## config.mk

```make
export PLATFORM = sky130hd
export DESIGN_NAME = softmax_top
export DESIGN_NICKNAME = d
export VERILOG_FILES = /design/src/verilog/softmax_seq_pkg.sv /design/src/verilog/softmax_num_pkg.sv /design/src/verilog/row_if.sv /design/src/verilog/softmax_top.sv /design/src/verilog/row_sequencer.sv /design/src/verilog/adder_tree.sv /design/src/verilog/exp_stage.sv /design/src/verilog/max_tree.sv /design/src/verilog/row_buffer.sv
export SDC_FILE = /design/constraint.sdc
export NUM_CORES = 1
export LEC_CHECK = 0
export ABC_AREA = 1
export BUFFER_PORTS_ARGS = -buffer_cell sky130_fd_sc_hd__buf_2
export CAP_MARGIN = 20
export CORE_MARGIN = 2
export CORE_UTILIZATION = 40
export DETAILED_ROUTE_END_ITERATION = 10
export HOLD_SLACK_MARGIN = 0.03
export SETUP_SLACK_MARGIN = 0.02
export SYNTH_ARGS = -nofsm -noshare
export SYNTH_HDL_FRONTEND = slang
export SYNTH_SLANG_ARGS = --single-unit
```

## constraint.sdc

```tcl
create_clock -name clk -period 9.2 [get_ports clk]
set_input_delay 0.92 -clock clk [delete_from_list [all_inputs] [get_ports clk]]
set_output_delay 0.92 -clock clk [all_outputs]
set_load 0.01 [all_outputs]
```

## src/verilog/softmax_seq_pkg.sv

```systemverilog
package softmax_seq_pkg;

  // sequencer phases, one pass each for load and scan
  typedef enum logic [2:0] {
    idle,
    load,
    max_wait,
    scan,
    drain
  } phase_t;

  // buffer depth limit, matches the sum width
  localparam int max_addr_w = 8;

endpackage

```

## src/verilog/softmax_num_pkg.sv

```systemverilog
package softmax_num_pkg;

  // four signed lanes per row
  localparam int lane_count = 4;
  localparam int lane_w = 16;
  typedef logic signed [lane_w-1:0] lane_t;
  typedef lane_t [lane_count-1:0] row_t;

  // base-2 terms, 2^0 sits in the top bit
  localparam int term_w = 16;
  typedef logic [term_w-1:0] term_t;
  typedef term_t [lane_count-1:0] term_row_t;
  localparam term_t one_term = term_t'(32768);

  // wide enough for 256 rows of four full terms
  typedef logic [25:0] sum_t;

endpackage
```

## src/verilog/row_if.sv

```systemverilog
`timescale 1ns/1ps

interface row_if;
  import softmax_num_pkg::*;

  row_t row;
  logic valid;
  // pass markers
  logic first;
  logic last;

  modport source (
    output row,
    output valid,
    output first,
    output last
  );

  modport sink (
    input row,
    input valid,
    input first,
    input last
  );

endinterface

```

## src/verilog/softmax_top.sv

```systemverilog
`timescale 1ns/1ps

module softmax_top #(
  parameter int addr_w = 3
) (
  input  logic                   clk,
  input  logic                   reset,
  input  logic                   init,
  input  logic                   start,
  input  logic [addr_w-1:0]      start_addr,
  input  logic [addr_w-1:0]      end_addr,
  input  softmax_num_pkg::row_t  inp,
  output logic [addr_w-1:0]      addr,
  output softmax_num_pkg::term_t term0,
  output softmax_num_pkg::term_t term1,
  output softmax_num_pkg::term_t term2,
  output softmax_num_pkg::term_t term3,
  output logic                   term_valid,
  output softmax_num_pkg::lane_t max_value,
  output softmax_num_pkg::sum_t  sum,
  output logic                   done
);
  import softmax_num_pkg::*;

  row_if load_rows ();
  row_if scan_rows ();
  row_if term_rows ();

  logic              max_ready;
  logic              busy;
  logic              wr_en;
  logic [addr_w-1:0] wr_addr;
  logic [addr_w-1:0] rd_addr;
  row_t              wr_row;
  row_t              rd_row;
  term_row_t         term_row;

  row_sequencer #(
    .addr_w (addr_w)
  ) u_row_sequencer (
    .clk        (clk),
    .reset      (reset),
    .init       (init),
    .start      (start),
    .start_addr (start_addr),
    .end_addr   (end_addr),
    .inp        (inp),
    .addr       (addr),
    .max_ready  (max_ready),
    .wr_en      (wr_en),
    .wr_addr    (wr_addr),
    .rd_addr    (rd_addr),
    .wr_row     (wr_row),
    .rd_row     (rd_row),
    .load_rows  (load_rows),
    .scan_rows  (scan_rows),
    .busy       (busy)
  );

  row_buffer #(
    .addr_w (addr_w)
  ) u_row_buffer (
    .clk     (clk),
    .wr_en   (wr_en),
    .wr_addr (wr_addr),
    .rd_addr (rd_addr),
    .wr_row  (wr_row),
    .rd_row  (rd_row)
  );

  max_tree u_max_tree (
    .clk       (clk),
    .reset     (reset),
    .rows      (load_rows),
    .max_value (max_value),
    .max_ready (max_ready)
  );

  exp_stage u_exp_stage (
    .clk       (clk),
    .reset     (reset),
    .max_value (max_value),
    .rows      (scan_rows),
    .terms     (term_rows)
  );

  adder_tree u_adder_tree (
    .clk   (clk),
    .reset (reset),
    .terms (term_rows),
    .busy  (busy),
    .sum   (sum),
    .done  (done)
  );

  // term rows share the 64-bit row field
  assign term_row = term_rows.row;
  assign term0 = term_row[0];
  assign term1 = term_row[1];
  assign term2 = term_row[2];
  assign term3 = term_row[3];
  assign term_valid = term_rows.valid;

endmodule

```

## src/verilog/row_sequencer.sv

```systemverilog
`timescale 1ns/1ps

module row_sequencer #(
  parameter int addr_w = 3
) (
  input  logic                  clk,
  input  logic                  reset,
  input  logic                  init,
  input  logic                  start,
  input  logic [addr_w-1:0]     start_addr,
  input  logic [addr_w-1:0]     end_addr,
  input  softmax_num_pkg::row_t inp,
  output logic [addr_w-1:0]     addr,
  input  logic                  max_ready,
  output logic                  wr_en,
  output logic [addr_w-1:0]     wr_addr,
  output logic [addr_w-1:0]     rd_addr,
  output softmax_num_pkg::row_t wr_row,
  input  softmax_num_pkg::row_t rd_row,
  row_if.source                 load_rows,
  row_if.source                 scan_rows,
  output logic                  busy
);
  import softmax_seq_pkg::*;

  // exp stage plus three adder stages
  localparam int drain_cycles = 4;

  if (addr_w < 2 || addr_w > max_addr_w) begin : g_addr_w_check
    $error("row_sequencer: addr_w out of range");
  end

  phase_t            phase;
  logic [addr_w-1:0] base_addr;
  logic [addr_w-1:0] stop_addr;
  logic [1:0]        drain_cnt;
  logic              load_end;
  logic              scan_end;
  logic              load_valid;
  logic              load_first;
  logic              load_last;
  logic              scan_valid;
  logic              scan_first;
  logic              scan_last;

  assign load_end = (addr == stop_addr - 1'b1);
  assign scan_end = (rd_addr == stop_addr - 1'b1);

  always_ff @(posedge clk) begin
    if (reset) begin
      phase <= idle;
      addr <= '0;
      base_addr <= '0;
      stop_addr <= '0;
      rd_addr <= '0;
      drain_cnt <= '0;
    end else begin
      case (phase)
        idle: begin
          if (init) begin
            addr <= start_addr;
          end
          if (start) begin
            base_addr <= addr;
            stop_addr <= end_addr;
            phase <= load;
          end
        end
        load: begin
          addr <= addr + 1'b1;
          if (load_end) begin
            rd_addr <= base_addr;
            phase <= max_wait;
          end
        end
        max_wait: begin
          if (max_ready) begin
            phase <= scan;
          end
        end
        scan: begin
          rd_addr <= rd_addr + 1'b1;
          if (scan_end) begin
            drain_cnt <= '0;
            phase <= drain;
          end
        end
        drain: begin
          drain_cnt <= drain_cnt + 1'b1;
          if (drain_cnt == 2'(drain_cycles - 1)) begin
            phase <= idle;
          end
        end
        default: phase <= idle;
      endcase
    end
  end

  // markers follow the one-cycle memory and buffer reads
  always_ff @(posedge clk) begin
    if (reset) begin
      load_valid <= 1'b0;
      load_first <= 1'b0;
      load_last <= 1'b0;
      scan_valid <= 1'b0;
      scan_first <= 1'b0;
      scan_last <= 1'b0;
    end else begin
      load_valid <= (phase == load);
      load_first <= (phase == load) && (addr == base_addr);
      load_last <= (phase == load) && load_end;
      scan_valid <= (phase == scan);
      scan_first <= (phase == scan) && (rd_addr == base_addr);
      scan_last <= (phase == scan) && scan_end;
    end
  end

  always_ff @(posedge clk) begin
    wr_addr <= addr;
  end

  assign wr_en = load_valid;
  assign wr_row = inp;

  assign load_rows.row = inp;
  assign load_rows.valid = load_valid;
  assign load_rows.first = load_first;
  assign load_rows.last = load_last;

  assign scan_rows.row = rd_row;
  assign scan_rows.valid = scan_valid;
  assign scan_rows.first = scan_first;
  assign scan_rows.last = scan_last;

  assign busy = (phase != idle);

endmodule

```

## src/verilog/adder_tree.sv

```systemverilog
`timescale 1ns/1ps

module adder_tree (
  input  logic                  clk,
  input  logic                  reset,
  row_if.sink                   terms,
  input  logic                  busy,
  output softmax_num_pkg::sum_t sum,
  output logic                  done
);
  import softmax_num_pkg::*;

  term_row_t         term_row;
  logic [term_w:0]   pair0;
  logic [term_w:0]   pair1;
  logic [term_w+1:0] total;
  logic              pair_valid;
  logic              pair_last;
  logic              total_valid;
  logic              total_last;
  logic              busy_d;

  assign term_row = terms.row;

  // pair sums, then the row total
  always_ff @(posedge clk) begin
    pair0 <= {1'b0, term_row[0]} + {1'b0, term_row[1]};
    pair1 <= {1'b0, term_row[2]} + {1'b0, term_row[3]};
    total <= {1'b0, pair0} + {1'b0, pair1};
  end

  always_ff @(posedge clk) begin
    if (reset) begin
      pair_valid <= 1'b0;
      pair_last <= 1'b0;
      total_valid <= 1'b0;
      total_last <= 1'b0;
      busy_d <= 1'b0;
      sum <= '0;
      done <= 1'b0;
    end else begin
      pair_valid <= terms.valid;
      pair_last <= terms.valid && terms.last;
      total_valid <= pair_valid;
      total_last <= pair_last;
      busy_d <= busy;
      // pulse once the last total is in the accumulator
      done <= total_last;
      if (busy && !busy_d) begin
        sum <= '0;
      end else if (total_valid) begin
        sum <= sum + sum_t'(total);
      end
    end
  end

endmodule

```

## src/verilog/exp_stage.sv

```systemverilog
`timescale 1ns/1ps

module exp_stage (
  input  logic                   clk,
  input  logic                   reset,
  input  softmax_num_pkg::lane_t max_value,
  row_if.sink                    rows,
  row_if.source                  terms
);
  import softmax_num_pkg::*;

  localparam int shift_w = $clog2(term_w);

  logic [lane_w:0] diff [lane_count];
  term_row_t       next_terms;

  always_comb begin
    for (int i = 0; i < lane_count; i++) begin
      // max is never below a lane, so the difference is nonnegative
      diff[i] = {max_value[lane_w-1], max_value} - {rows.row[i][lane_w-1], rows.row[i]};
      if (int'(diff[i]) < term_w) begin
        next_terms[i] = one_term >> diff[i][shift_w-1:0];
      end else begin
        next_terms[i] = '0;
      end
    end
  end

  always_ff @(posedge clk) begin
    terms.row <= next_terms;
  end

  always_ff @(posedge clk) begin
    if (reset) begin
      terms.valid <= 1'b0;
      terms.first <= 1'b0;
      terms.last <= 1'b0;
    end else begin
      terms.valid <= rows.valid;
      terms.first <= rows.first;
      terms.last <= rows.last;
    end
  end

endmodule

```

## src/verilog/max_tree.sv

```systemverilog
`timescale 1ns/1ps

module max_tree (
  input  logic                   clk,
  input  logic                   reset,
  row_if.sink                    rows,
  output softmax_num_pkg::lane_t max_value,
  output logic                   max_ready
);
  import softmax_num_pkg::*;

  lane_t pair0_max;
  lane_t pair1_max;
  lane_t row_max;

  function automatic lane_t max2(lane_t a, lane_t b);
    return (a > b) ? a : b;
  endfunction

  // two comparator levels over the four lanes
  assign pair0_max = max2(rows.row[0], rows.row[1]);
  assign pair1_max = max2(rows.row[2], rows.row[3]);
  assign row_max = max2(pair0_max, pair1_max);

  always_ff @(posedge clk) begin
    if (reset) begin
      max_value <= '0;
      max_ready <= 1'b0;
    end else begin
      max_ready <= rows.valid && rows.last;
      if (rows.valid) begin
        // first row restarts the running max
        max_value <= rows.first ? row_max : max2(max_value, row_max);
      end
    end
  end

endmodule

```

## src/verilog/row_buffer.sv

```systemverilog
`timescale 1ns/1ps

module row_buffer #(
  parameter int addr_w = 3
) (
  input  logic                  clk,
  input  logic                  wr_en,
  input  logic [addr_w-1:0]     wr_addr,
  input  logic [addr_w-1:0]     rd_addr,
  input  softmax_num_pkg::row_t wr_row,
  output softmax_num_pkg::row_t rd_row
);
  import softmax_num_pkg::*;

  // one block of rows, kept between the two passes
  row_t mem [2**addr_w];

  always_ff @(posedge clk) begin
    if (wr_en) begin
      mem[wr_addr] <= wr_row;
    end
  end

  // registered read
  always_ff @(posedge clk) begin
    rd_row <= mem[rd_addr];
  end

endmodule

```

==> metrics.txt <==
Hold Vio Cnt, Final 0; CTS tree yes; setup skew after layout 0.02186 ns; max-slew violation count 0; Iter 0 DRT Violations 1834; Switching Fraction 0.3321; syn nets 3728; worst rel slew slack 0.3099; count of cell types in the netlist 50; Avg Inst Size Synth 10.07 um^2; layout overhead on the synthesized area 14.09%; largest net degree at the start of global routing 149; die outline height 298.6 um; count of boundary I/O pins 185; number of buffers created by CTS 83; number of placed instances with taps included 4691; flip-flop and latch count after synthesis 768; Flop pwr share 0.409; Clock Root Buffer clkbuf_16; static leakage power 16.49 nW; core region area 0.08635 mm^2; synth top area cells edfxtp_1 (44%), dfxtp_1 (15%), nor2_1 (7.3%), ha_1 (7.1%), o21ai_0 (4.7%); worst skew pair latency about 0.64 ns; final weighted congestion in routability-driven placement 0.9355; number of enable flip-flop cells after synthesis slightly above 500; final-report setup violation count 0; Starting Density 0.4021; Yosys top cell by area edfxtp_1; Max Clock Freq 150.3 MHz; startpoint-to-endpoint class of the critical path primary input to flop; total power per unit cell area 256.8 mW/mm^2; post-route ant nets 0; area of the multi-input gates 0.01260 mm^2; most frequent cell after synthesis nor2_1; combinational share of power 0.263; drt pass-1 iters 6; Clk pwr share 0.328; Worst Path Required 9.78 ns; global-route congestion overflow total 0; Hold WC Path Type flop to flop; post-detailed-routing wire length 92.91 mm; number of max-capacitance violations reported 0; Setup WS pre-CTS 2.037 ns; buffers from clock root to sink, at most 3; number of H-tree levels 3; CP max stage delay roughly 0.73 ns; routed length per instance between 15 and 20 um; endpoint arrival time on the critical path 7.23 ns; number of vias in the routed layout 24910; post-route core utilization 0.4587; via count of the first global-routing pass 23290; global-route wire length before repair between 100 and 150 mm; width of the die 298.6 um; actual slew at the worst max-slew pin about 1.0 ns; min Tclk post-route roughly 6.7 ns; number of cells in the finished layout apart from fillers roughly 4900; switching power total roughly 3.4 mW; sequential cell area 0.02051 mm^2; Port Buffers 184; run status finished clean; count of filler cells inserted in the layout 8117; yosys warns 0; sequential area share after synthesis 0.5905; FFs w/ async S/R, synth 0; average via count per standard cell 5.135; dominant register cell in the synthesized netlist edfxtp_1; number of buffers added for setup after CTS 0; Top cell by count, worst path nand2_1; Worst-path clk slew roughly 0.06 ns; antenna violations before repair 17; final total negative setup slack 0 ns; crit start category primary input; Cell Area, Synth 0.03472 mm^2; Crit. End Element flop; die area 0.08917 mm^2; proportion of netlist area held by the largest area contributor 0.4428; slowest cell on the critical path nand3_1; unrepaired setup endpoints after global routing false; HPWL after DPL 61.12 mm; DRC Markers 0; Worst Slack Setup Final 2.548 ns; fin nets 3900; fin crit share 0.7230; internal cell power around 6.8 mW; commonest cells in the synthesized netlist nor2_1 (671), edfxtp_1 (512), o21ai_0 (329); fraction of final layout cells sized beyond drive strength 1 0.1049; synthesized instance count 3449; critical-path maximum fanout 30; largest voltage drop on the vdd net 0.0001603 V; number of clock sinks around 770; Tot GR Track Use 0.2042; CTS Hold Bufs 0; row count roughly 110; cts repair resizes 0
[area by class of cell]
cell class              instances  area share
flip-flops and latches        768      0.5177
repair buffers                208     0.02811
multi-input cells            2245      0.3181
inverters                     315     0.03017
diodes                          6   0.0003791
clock inverters                30    0.009571
well taps                    1155     0.03648
clock buffers                 124     0.05948
[critical path: cells and delay by family]
kind	cells	cell delay, ns
simple gates	20	3.47
compound gates	7	0.96
fa+ha+maj	3	1.06
buf+inv	5	0.81
[sequential cells by signal, indices dropped and copies added, names as in the netlist, 16 cells and up]
name / count
u_max_tree.max_value: 16
u_adder_tree.pair0: 17
u_exp_stage.terms.row: 64
u_adder_tree.total: 18
u_row_buffer.rd_row: 64
u_adder_tree.sum: 26
u_adder_tree.pair1: 17
u_row_buffer.mem: 512
[stage by stage]
| step | power (mW) | hold slack, ns | area [um^2] |
|---|---|---|---|
| after floorplan | 6.082 | 0.3883 | 34720 |
| after CTS | 10.23 | 0.4058 | 39590 |
| after global routing | 10.74 | 0.4234 | 39610 |
| after global placement | 6.861 | 0.3894 | 36860 |
| after detailed placement | 6.885 | 0.3963 | 36860 |
| final | 10.17 | 0.4030 | 39610 |
[final timing paths]
| path | start | end | slack, ns | cells after the start |
|---|---|---|---|---|
| hold reg to reg | u_row_sequencer.scan_rows.last$_SDFF_PP0_ | u_exp_stage.terms.last$_SDFF_PP0_ | 0.40 | 2 |
| hold / removal | u_row_sequencer.scan_rows.last$_SDFF_PP0_ | u_exp_stage.terms.last$_SDFF_PP0_ | 0.40 | 2 |
| setup reg to reg | u_max_tree.max_value[0]$_SDFFE_PP0P_ | u_exp_stage.terms.row[32]$_SDFF_PP0_ | 5.42 | 20 |
| setup / recovery | inp[31] | u_max_tree.max_value[10]$_SDFFE_PP0P_ | 2.55 | 35 |
[per-layer routing]
| metal | vias to the layer above | global-route usage | share of wire |
|---|---|---|---|
| met1 | 11840 | 0.2727 | 0.44 |
| met4 | 14 | 0.06760 | 0.025 |
| met2 | 670 | 0.3389 | 0.47 |
| met3 | 148 | 0.03293 | 0.057 |
| met5 | - | 0 | 0.0011 |
| li1 | 12240 | - | - |
[logic make-up after synthesis]
logic type	Yosys count	share of synthesized area
xor gates and xnor gates	114	0.02876
adders and majority gates	205	0.07561
buffers and inverters	436	0.04862
DFF	768	0.5905
AOI/OAI and AO/OA	718	0.1129
and+or+nand+nor	1208	0.1437
[layout by cell type (no fill, tap or decap), drive strengths merged, types with 6 or more instances in the layout]
master,Yosys,routed
ha,197,197
fa,8,8
nand3,141,141
nand2,307,307
nand4,18,18
o22ai,64,64
o31ai,8,8
buf,13,208
a31oi,70,70
and2,15,15
nor4,9,9
nor3,23,23
xor2,90,90
xnor2,24,24
o21a,6,6
a211oi,12,12
diode,0,6
o21ai,340,340
clkinv,1,16
nor2,673,673
or2,19,19
a21oi,189,189
o21bai,10,10
inv,314,320
clkbuf,107,124
bufinv,0,7
edfxtp,512,512
dfxtp,256,256
[power groups by stage]
stage / clock network, mW / logic (mW) / registers [mW]
floorplan: 0 / 1.97 / 4.11
global placement: 0 / 2.63 / 4.23
detailed placement: 0 / 2.65 / 4.23
CTS: 3.41 / 2.66 / 4.16
global route: 3.55 / 3.01 / 4.18
finish: 3.34 / 2.67 / 4.16
Power figures use the tool's default switching activity.
